$ cat config.mk
export PLATFORM = sky130hd
export DESIGN_NAME = video_top
export DESIGN_NICKNAME = d
export VERILOG_FILES = /design/src/video_pkg.sv /design/src/video_timing.sv /design/src/pattern_gen.sv /design/src/video_top.sv
export SDC_FILE = /design/constraint.sdc
export NUM_CORES = 1
export LEC_CHECK = 0
export BUFFER_PORTS_ARGS = -buffer_cell sky130_fd_sc_hd__buf_2
export CORE_ASPECT_RATIO = 0.75
export CORE_MARGIN = 4
export CORE_UTILIZATION = 55
export DETAILED_ROUTE_END_ITERATION = 8
export GPL_TIMING_DRIVEN = 0
export PLACE_DENSITY = 0.85
export SLEW_MARGIN = 20
export SYNTH_ARGS = -nofsm -noshare
export SYNTH_HDL_FRONTEND = slang
export SYNTH_SLANG_ARGS = --single-unit
$ cat constraint.sdc
create_clock -name in_pclk -period 6.3 [get_ports in_pclk]
set_input_delay 0.315 -clock in_pclk [delete_from_list [all_inputs] [get_ports in_pclk]]
set_output_delay 0.315 -clock in_pclk [all_outputs]
set_load 0.05 [all_outputs]
$ cat src/video_pkg.sv
package video_pkg;

	// ***********************************************************************
	// pixel and position widths
	// ***********************************************************************

	localparam int pixel_bit    = 8;
	localparam int pos_bit      = 11;
	localparam int ramp_cnt_bit = 7;
	localparam int step_bit     = 3;	// eight grey steps.

	typedef logic [pixel_bit-1:0]    pixel_t;
	typedef logic [pos_bit-1:0]      pos_t;
	typedef logic [ramp_cnt_bit-1:0] ramp_t;
	typedef logic [step_bit-1:0]     step_t;

	// ***********************************************************************
	// raster geometry
	// ***********************************************************************

	// horizontal segment lengths in pixels.
	localparam pos_t h_active = pos_t'(64);
	localparam pos_t h_front  = pos_t'(4);
	localparam pos_t h_sync   = pos_t'(8);
	localparam pos_t h_back   = pos_t'(8);

	localparam pos_t h_sync_start = h_active + h_front;
	localparam pos_t h_back_start = h_sync_start + h_sync;
	localparam pos_t h_total      = h_back_start + h_back;	// 84 pixels per line.

	// vertical segment lengths in lines.
	localparam pos_t v_active = pos_t'(16);
	localparam pos_t v_front  = pos_t'(2);
	localparam pos_t v_sync   = pos_t'(2);
	localparam pos_t v_back   = pos_t'(2);

	localparam pos_t v_sync_start = v_active + v_front;
	localparam pos_t v_sync_end   = v_sync_start + v_sync;
	localparam pos_t v_total      = v_sync_end + v_back;	// 22 lines per frame.

	// each band or bar covers one eighth of the active area.
	localparam pos_t h_band = pos_t'(h_active / 8);
	localparam pos_t v_band = pos_t'(v_active / 8);

	// ***********************************************************************
	// grey levels
	// ***********************************************************************

	localparam pixel_t full_scale = '1;
	localparam pixel_t grey_step  = pixel_t'(full_scale / 7);	// 36.

	// the top step is forced to full scale since 7 * 36 stops short of 255.
	function automatic pixel_t grey_level(input step_t step);
		if (step == '1)
			return full_scale;
		return grey_step * pixel_t'(step);
	endfunction

	// ***********************************************************************
	// enums
	// ***********************************************************************

	typedef enum logic [1:0]
	{
		pat_frame_ramp = 2'd0,
		pat_h_bands    = 2'd1,	// bands chosen by y.
		pat_v_bars     = 2'd2,	// bars chosen by x.
		pat_diag       = 2'd3
	} pattern_e;

	typedef enum logic [1:0]
	{
		ph_active,
		ph_front,
		ph_sync,
		ph_back
	} phase_e;

endpackage

$ cat src/video_timing.sv
module video_timing
(
	input  logic                         in_pclk,
	input  logic                         in_rstn,
	input  logic                         pix_en,

	output logic [video_pkg::pos_bit-1:0] t_x,
	output logic [video_pkg::pos_bit-1:0] t_y,
	output logic                         t_valid,
	output logic                         t_de,
	output logic                         t_hs,
	output logic                         t_vs
);

	video_pkg::pos_t   h_cnt;
	video_pkg::pos_t   v_cnt;
	video_pkg::pos_t   h_next;
	video_pkg::pos_t   v_next;
	video_pkg::phase_e phase;
	logic              line_end;
	logic              frame_end;
	logic              de;
	logic              hs;
	logic              vs;

	// the segment that a given horizontal count falls in.
	function automatic video_pkg::phase_e phase_of(input video_pkg::pos_t h);
		if (h < video_pkg::h_active)
			return video_pkg::ph_active;
		else if (h < video_pkg::h_sync_start)
			return video_pkg::ph_front;
		else if (h < video_pkg::h_back_start)
			return video_pkg::ph_sync;
		return video_pkg::ph_back;
	endfunction

	// ***********************************************************************
	// counters
	// ***********************************************************************

	assign line_end  = (h_cnt == video_pkg::h_total - video_pkg::pos_t'(1));
	assign frame_end = (v_cnt == video_pkg::v_total - video_pkg::pos_t'(1));

	assign h_next = line_end ? '0 : h_cnt + video_pkg::pos_t'(1);
	assign v_next = frame_end ? '0 : v_cnt + video_pkg::pos_t'(1);

	always_ff @(posedge in_pclk)
	begin
		if (!in_rstn)
		begin
			h_cnt <= '0;
			v_cnt <= '0;
			phase <= video_pkg::ph_active;
		end
		else if (pix_en)
		begin
			h_cnt <= h_next;
			if (line_end)
				v_cnt <= v_next;

			// the phase moves on when the next count crosses into a new segment.
			unique case (phase)
				video_pkg::ph_active:
					if (h_next == video_pkg::h_active)
						phase <= video_pkg::ph_front;
				video_pkg::ph_front:
					if (h_next == video_pkg::h_sync_start)
						phase <= video_pkg::ph_sync;
				video_pkg::ph_sync:
					if (h_next == video_pkg::h_back_start)
						phase <= video_pkg::ph_back;
				video_pkg::ph_back:
					if (h_next == '0)
						phase <= video_pkg::ph_active;
			endcase
		end
	end

	// ***********************************************************************
	// derived flags and output registers
	// ***********************************************************************

	assign de = (phase == video_pkg::ph_active) && (v_cnt < video_pkg::v_active);
	assign hs = (phase == video_pkg::ph_sync);
	assign vs = (v_cnt >= video_pkg::v_sync_start) && (v_cnt < video_pkg::v_sync_end);

	always_ff @(posedge in_pclk)
	begin
		if (!in_rstn)
		begin
			t_x     <= '0;
			t_y     <= '0;
			t_valid <= 1'b0;
			t_de    <= 1'b0;
			t_hs    <= 1'b0;
			t_vs    <= 1'b0;
		end
		else
		begin
			t_valid <= pix_en;
			if (pix_en)	// between enabled cycles the outputs hold.
			begin
				t_x  <= h_cnt;
				t_y  <= v_cnt;
				t_de <= de;
				t_hs <= hs;
				t_vs <= vs;
			end
		end
	end

	a_de_not_sync: assert property (@(posedge in_pclk) disable iff (!in_rstn)
		t_de |-> (!t_hs && !t_vs));

	a_phase_count: assert property (@(posedge in_pclk) disable iff (!in_rstn)
		phase == phase_of(h_cnt));

endmodule

$ cat src/pattern_gen.sv
module pattern_gen
(
	input  logic                           in_pclk,
	input  logic                           in_rstn,

	input  logic [video_pkg::pos_bit-1:0]   in_x,
	input  logic [video_pkg::pos_bit-1:0]   in_y,
	input  logic                           in_valid,
	input  logic                           in_de,
	input  logic                           in_hs,
	input  logic                           in_vs,
	input  video_pkg::pattern_e            in_pattern,

	output logic [video_pkg::pos_bit-1:0]   out_x,
	output logic [video_pkg::pos_bit-1:0]   out_y,
	output logic                           out_valid,
	output logic                           out_de,
	output logic                           out_hs,
	output logic                           out_vs,
	output logic [video_pkg::pixel_bit-1:0] out_data
);

	video_pkg::ramp_t  frame_cnt;
	video_pkg::pos_t   x_bar;
	video_pkg::pos_t   y_band;
	video_pkg::pos_t   diag_sum;
	video_pkg::pixel_t next_data;
	logic              vs_fall;

	// ***********************************************************************
	// timing pipeline
	// ***********************************************************************

	always_ff @(posedge in_pclk)
	begin
		if (!in_rstn)
		begin
			out_x     <= '0;
			out_y     <= '0;
			out_valid <= 1'b0;
			out_de    <= 1'b0;
			out_hs    <= 1'b0;
			out_vs    <= 1'b0;
		end
		else
		begin
			out_x     <= in_x;
			out_y     <= in_y;
			out_valid <= in_valid;
			out_de    <= in_de;
			out_hs    <= in_hs;
			out_vs    <= in_vs;
		end
	end

	// ***********************************************************************
	// pixel value
	// ***********************************************************************

	// out_vs is the previous in_vs, so a drop between them ends a frame.
	assign vs_fall = out_vs && !in_vs;

	assign x_bar    = in_x / video_pkg::h_band;
	assign y_band   = in_y / video_pkg::v_band;
	assign diag_sum = in_x + in_y;

	always_comb
	begin
		next_data = out_data;	// outside the active area bands and bars keep their value.
		unique case (in_pattern)
			video_pkg::pat_frame_ramp:
				next_data = video_pkg::grey_level(
					frame_cnt[video_pkg::ramp_cnt_bit-1 -: video_pkg::step_bit]);
			video_pkg::pat_h_bands:
				if (in_y < video_pkg::v_active)
					next_data = video_pkg::grey_level(y_band[video_pkg::step_bit-1:0]);
			video_pkg::pat_v_bars:
				if (in_x < video_pkg::h_active)
					next_data = video_pkg::grey_level(x_bar[video_pkg::step_bit-1:0]);
			video_pkg::pat_diag:
				next_data = diag_sum[video_pkg::pixel_bit-1:0];	// wraps every 256.
		endcase
	end

	always_ff @(posedge in_pclk)
	begin
		if (!in_rstn)
		begin
			frame_cnt <= '0;
			out_data  <= '0;
		end
		else
		begin
			out_data <= next_data;
			// the ramp moves one grey step every sixteen frames.
			if (vs_fall && in_pattern == video_pkg::pat_frame_ramp)
				frame_cnt <= frame_cnt + video_pkg::ramp_t'(1);
		end
	end

	a_de_in_active: assert property (@(posedge in_pclk) disable iff (!in_rstn)
		out_de |-> (out_x < video_pkg::h_active && out_y < video_pkg::v_active));

endmodule

$ cat src/video_top.sv
module video_top
(
	input  logic                           in_pclk,
	input  logic                           in_rstn,
	input  logic                           pix_en,
	input  video_pkg::pattern_e            pattern,

	output logic [video_pkg::pos_bit-1:0]   out_x,
	output logic [video_pkg::pos_bit-1:0]   out_y,
	output logic                           out_valid,
	output logic                           out_de,
	output logic                           out_hs,
	output logic                           out_vs,
	output logic [video_pkg::pixel_bit-1:0] out_data
);

	// raster position and flags run one clock behind the counters.
	logic [video_pkg::pos_bit-1:0] t_x;
	logic [video_pkg::pos_bit-1:0] t_y;
	logic                         t_valid;
	logic                         t_de;
	logic                         t_hs;
	logic                         t_vs;

	video_timing u_timing
	(
		.in_pclk (in_pclk),
		.in_rstn (in_rstn),
		.pix_en  (pix_en),
		.t_x     (t_x),
		.t_y     (t_y),
		.t_valid (t_valid),
		.t_de    (t_de),
		.t_hs    (t_hs),
		.t_vs    (t_vs)
	);

	pattern_gen u_pattern
	(
		.in_pclk    (in_pclk),
		.in_rstn    (in_rstn),
		.in_x       (t_x),
		.in_y       (t_y),
		.in_valid   (t_valid),
		.in_de      (t_de),
		.in_hs      (t_hs),
		.in_vs      (t_vs),
		.in_pattern (pattern),
		.out_x      (out_x),
		.out_y      (out_y),
		.out_valid  (out_valid),
		.out_de     (out_de),
		.out_hs     (out_hs),
		.out_vs     (out_vs),
		.out_data   (out_data)
	);

endmodule

Word level (Yosys, flattened, before mapping)
Index checks and enable logic that the tools add are counted.

Add/subtract/negate cells: 4. $mul: 3. Magnitude comparators: 5. Eq/ne operators: 20. Mux-type cells: 24. Reduce and logical (&&, ||, !) cells: 11.

Operators by type and width (count): two-way mux 8 bit (8); == test 11 x 7 -> 1 bit, second input constant (4); less-than comparator 11 x 5 -> 1 bit, second input constant (3); case mux 8 bit (4 select lines) (1); adder 11 x 1 -> 11 bit, second input constant (2); two-way mux 11 bit (2); multiplier 4 x 3 -> 6 bit, first input constant (3); == test 11 x 5 -> 1 bit, second input constant (1); greater-or-equal comparator 11 x 5 -> 1 bit, second input constant (1); logical NOT 11 bit (1); less-than comparator 11 x 7 -> 1 bit, second input constant (1); != test 2 x 1 -> 1 bit, second input constant (5); == test 3 bit, second input constant (3); adder 8 bit (1); == test 2 bit, second input constant (4); two-way mux 1 bit (8); two-way mux 2 bit (4); case mux 2 bit (4 select lines) (1); adder 7 x 1 -> 7 bit, second input constant (1); AND reduction 5 bit (1); == test 2 x 1 -> 1 bit, second input constant (2); logical AND 1 bit (4); logical NOT 2 bit (2); AND reduction 2 bit (2); other kinds (2) (2).

Register bits after elaboration: 91. Input port bits: 5. Output and inout bits: 34.

Logic depth before layout (Yosys ltp)
Depth after elaboration: 7. Gate-level depth with buffers: 9. Gate-level depth less buffers: 9.

Modules after synthesis
Synthesis repeated with hierarchy kept, for this count alone.

Cells, all modules: 450. Area, all modules: 4235.3 um^2.

Modules (own cells, without submodules): video_timing (instances 1, cells each 266, area an instance 2492.4 um^2); pattern_gen (instances 1, cells each 184, area an instance 1742.9 um^2).

Worst setup path after synthesis
No wires, ideal clock.

Path type: reg2reg. From: register u_timing.h_cnt[0]. To: register u_timing.phase[0]. Data arrival time: 1.948 ns. Required time: 6.228 ns. Setup slack: 4.281 ns. Cell stages (with the launch flop): 8. Period minus slack after synthesis: 2.019 ns. Path through: dfxtp_1 ha_1 and3_4 or4_1 a22oi_1 nand4b_1 a31oi_2 mux2i_1.

Word-level cells in the longest chain between the ends: 5.

Ends and longest elaborated chain: start: declaration (line video_timing.sv:15) `video_pkg::pos_t h_cnt;`; start signal: assignment (line video_timing.sv:57) `h_cnt <= h_next;`; adder 11 x 1 -> 11 bit or == test 11 x 7 -> 1 bit (tied branches) (line video_timing.sv:44, video_timing.sv:41); two-way mux 11 bit (*) (line video_timing.sv:44) `assign h_next = line_end ? '0 : h_cnt + video_pkg::pos_t'(1);`; == test 11 x 7 -> 1 bit (tied with other cells) (line video_timing.sv:70) `if (h_next == video_pkg::h_back_start)`; != test 2 bit (no line) or != test 2 x 1 -> 1 bit (tied branches); AND reduction 5 bit (no line) (*); end signal: assignment (line video_timing.sv:68) `phase <= video_pkg::ph_sync;`; end signal: assignment (line video_timing.sv:71) `phase <= video_pkg::ph_back;`; end signal: assignment (line video_timing.sv:74) `phase <= video_pkg::ph_active;`; end: declaration (line video_timing.sv:19) `video_pkg::phase_e phase;`.

Every way passes the cells marked *; elsewhere a longest branch is shown, timed or not. A chain may end at the register's enable or synchronous reset.

Worst setup path after layout
From: register u_timing.t_y[1] (netlist bit). To: register u_pattern.out_data[7] (netlist bit).

Word-level cells in the longest chain between the ends: 7.

Ends and longest elaborated chain: start: declaration (line video_timing.sv:8) `output logic [video_pkg::pos_bit-1:0] t_y,`; start signal: assignment (line video_timing.sv:104) `t_y <= v_cnt;`; branches (longest 7 deep; another with multiplier 4 x 3 -> 6 bit); end signal: assignment (line pattern_gen.sv:94) `out_data <= next_data;`; end: declaration (line pattern_gen.sv:20) `output logic [video_pkg::pixel_bit-1:0] out_data`.

Parallel ways; which one is timed is not known. The select of a mux whose other input is x is not followed.

==> flow_metrics.env <==
export IMPL_status="complete, no violations"
export IMPL_crit_path_max_incr_delay_ns=0.61
export IMPL_fmax_ghz=0.401
export IMPL_core_um2=7300
export IMPL_drt_iter0_markers=168
export IMPL_crit_family="compound AO/OA/AOI/OAI gates"
export IMPL_clock_sinks=91
export IMPL_ys_seq_area_frac=0.443
export IMPL_ff2ff_setup_slack_ns=3.81
export IMPL_routed_via_density=5.55
export IMPL_max_slew_margin=0.473
export IMPL_synth_area_per_cell_um2=9.07
export IMPL_synth_distinct_cells=54
export IMPL_period_share=0.396
export IMPL_io_pins=39
export IMPL_syn2layout_area_growth_pct=12.3
export IMPL_ys_flop_type="dfxtp_1"
export IMPL_irDropWorstVdd_v=0.000135
export IMPL_p_per_area_nw_per_um2=219
export IMPL_cp_slowest_cell="a2111oi_0"
export IMPL_final_common_cell="dfxtp_1"
export IMPL_path_buf_inv=0
export IMPL_synth_edf_count=0
export IMPL_num_vias=3363
export IMPL_synthArstFlopShare=0
export IMPL_fin_setup_tns_ns=0
export IMPL_wl_per_cell_um=15.6
export IMPL_fp_row_count=27
export IMPL_finalSetupViolations=0
export IMPL_min_from="in_rstn"
export IMPL_antenna_left=0
export IMPL_rsz0062_at_grt="false"
export IMPL_place_hpwl_um=6880
export IMPL_ctsHoldBuffers=0
export IMPL_ys_ff_latch=91
export IMPL_synth_area_leaders="dfxtp_1 (44%), mux2i_1 (7.1%), nor2_1 (6.2%), ha_1 (4.9%), and2_1 (4.6%)"
export IMPL_min_delay_worst_endpoint="u_timing.t_y[1]"
export IMPL_path_cells="ha_1, a21o_1, a21oi_1, o21bai_1, a2111oi_0, nor3_1, xnor2_1, o21ai_0"
export IMPL_dieArea_um2=8950
export IMPL_cts_resized=0
export IMPL_clk_latency_ns=0.36
export IMPL_cts_tree="built"
export IMPL_leakagePower_uw=0.00194
export IMPL_grt_pass1_wl_um=15500
export IMPL_synth_top_area_cell="dfxtp_1"
export IMPL_antenna_cells=0
export IMPL_drv_slew=0
export IMPL_ff2ff_path_depth=8
export IMPL_wl_um=9460
export IMPL_power_total_uw=1010
export IMPL_htreeDepth=3
export IMPL_fp_dieH_um=82.9
export IMPL_path_class="reg2reg"
export IMPL_yosysWarningCount=0
export IMPL_holdPathStages=3
export IMPL_layout_common_cells="dfxtp_1 (91), nor2_1 (68), buf_2 (39)"
export IMPL_hp_class="in2reg"
export IMPL_layout_min_cycle_time_ns=2.49
export IMPL_cp_max_fo=6
export IMPL_cts_buffers=9
export IMPL_gp_congestion=0.900
export IMPL_start_util=0.564
export IMPL_syn_area_um2=4120
export IMPL_r2r_end="u_pattern.out_data[7]"
export IMPL_clockRootBuffer="clkbuf_8"
export IMPL_yosysTopAreaCellShare=0.443
export IMPL_worst_pin_slew_ns=0.791
export IMPL_hold_viol=0
export IMPL_maxCapViolCount=0
export IMPL_arrival_ns=2.78
export IMPL_antenna_found_initial=0
export IMPL_port_buffers=35
export IMPL_layout_setup_ws_ns=3.81
export IMPL_synth_cells=454
export IMPL_cts_buffer_depth=2
export IMPL_startpoint_type="flop"
export IMPL_required_ns=6.59
export IMPL_fin_util=0.633
export IMPL_grt_use_total=0.217
export IMPL_holdWs_ns=0.372
export IMPL_post_cts_setup_buffers=0
export IMPL_clock_skew_ns=0.00986
export IMPL_fp_dieW_um=108
export IMPL_path_clk_slew_ns=0.10
export IMPL_grt_overflow=0
export IMPL_dr_pass1_iters=4
export IMPL_place_ws_ns=3.98
export IMPL_grt_start_max_net_pins=20
export IMPL_syn_nets=476
export IMPL_grt_pass1_vias=3240
export IMPL_drive_above_1_share=0.133
export IMPL_r2r_start="u_timing.t_y[1]"
export IMPL_drc=0
export IMPL_setup_worst_path_end_class="flop"
export IMPL_finalNetCount=522
==> cell type report <==
class / count / area (µm²)
Sequential cell: 91 / 1820
Inverter: 10 / 37.5
Timing Repair Buffer: 35 / 175
Buffer: 26 / 129
Fill cell: 622 / 2680
Clock buffer: 9 / 124
Tap cell: 101 / 126
Multi-Input combinational cell: 327 / 2130
Clock inverter: 7 / 80.1
==> cells in the mapped netlist, types with 4 or more instances <==
master	n
nand4_1	7
buf_1	4
nand3_1	10
o21ai_1	4
xor2_1	15
nand2_1	29
a21oi_1	26
dfxtp_1	91
nor2_1	68
nor3_1	9
ha_1	16
o21ai_0	15
xnor2_1	13
or4_1	4
inv_1	9
and2_1	30
clkbuf_1	13
mux2i_1	29
nand2b_1	5
buf_2	4
==> worst min-delay path, cell delays in order <==
cell     delay, ns
buf_2         0.14
inv_2         0.18
a21oi_1       0.06
==> power by group <==
part	switching, µW	total (µW)	internal [µW]
logic	29.7	42.3	12.6
clock network	230	387	157
registers	4.14	582	578
==> how the worst max path moves through the flow <==
stage                            startpoint                    end  slack (ns)  depth (start not counted)
after floorplan           u_timing.h_cnt[0]      u_timing.phase[0]        4.28                          7
after global placement    u_timing.h_cnt[0]      u_timing.phase[1]        4.03                          7
after detailed placement  u_timing.h_cnt[0]      u_timing.phase[0]        3.98                          7
after CTS                   u_timing.t_y[1]  u_pattern.out_data[7]        3.83                          8
after global routing        u_timing.t_y[1]  u_pattern.out_data[7]        3.58                          8
final                       u_timing.t_y[1]  u_pattern.out_data[7]        3.81                          8
==> state kept, by name (all words and copies together) (netlist names), 2 cells and up <==
register / cells
u_pattern.out_x: 11
u_timing.v_cnt: 11
u_timing.h_cnt: 11
u_pattern.out_data: 8
u_timing.phase: 2
u_timing.t_y: 11
u_pattern.frame_cnt: 7
u_timing.t_x: 11
u_pattern.out_y: 11
==> kinds of logic (layout without fill, tap and decap cells) <==
group / Yosys count / in the layout / synth area share
mux: 29 / 29 / 0.0705
simple gates: 184 / 184 / 0.231
xor+xnor: 28 / 28 / 0.0596
buf+inv: 36 / 87 / 0.0404
fa+ha+maj: 17 / 17 / 0.0535
compound gates: 69 / 69 / 0.102
flops: 91 / 91 / 0.443
==> routing by layer <==
| layer | vias to the layer above | wire [µm] | share of wire | track usage |
|---|---|---|---|---|
| met5 | - | 0 | 0 | 0 |
| met1 | 1613 | 4290 | 0.45 | 0.274 |
| met4 | 0 | 184 | 0.019 | 0.0780 |
| met2 | 91 | 4290 | 0.45 | 0.346 |
| li1 | 1640 | - | - | - |
| met3 | 19 | 688 | 0.073 | 0.0715 |
==> through the flow <==
| stage | instances | cell area [µm²] |
|---|---|---|
| 2_1_floorplan | 454 | 4120 |
| 3_3_place_gp | 590 | 4420 |
| 3_5_place_dp | 590 | 4420 |
| 4_1_cts | 606 | 4620 |
| 5_1_grt | 606 | 4620 |
| 6_report | 606 | 4620 |
(Power assumes the default switching activity.)
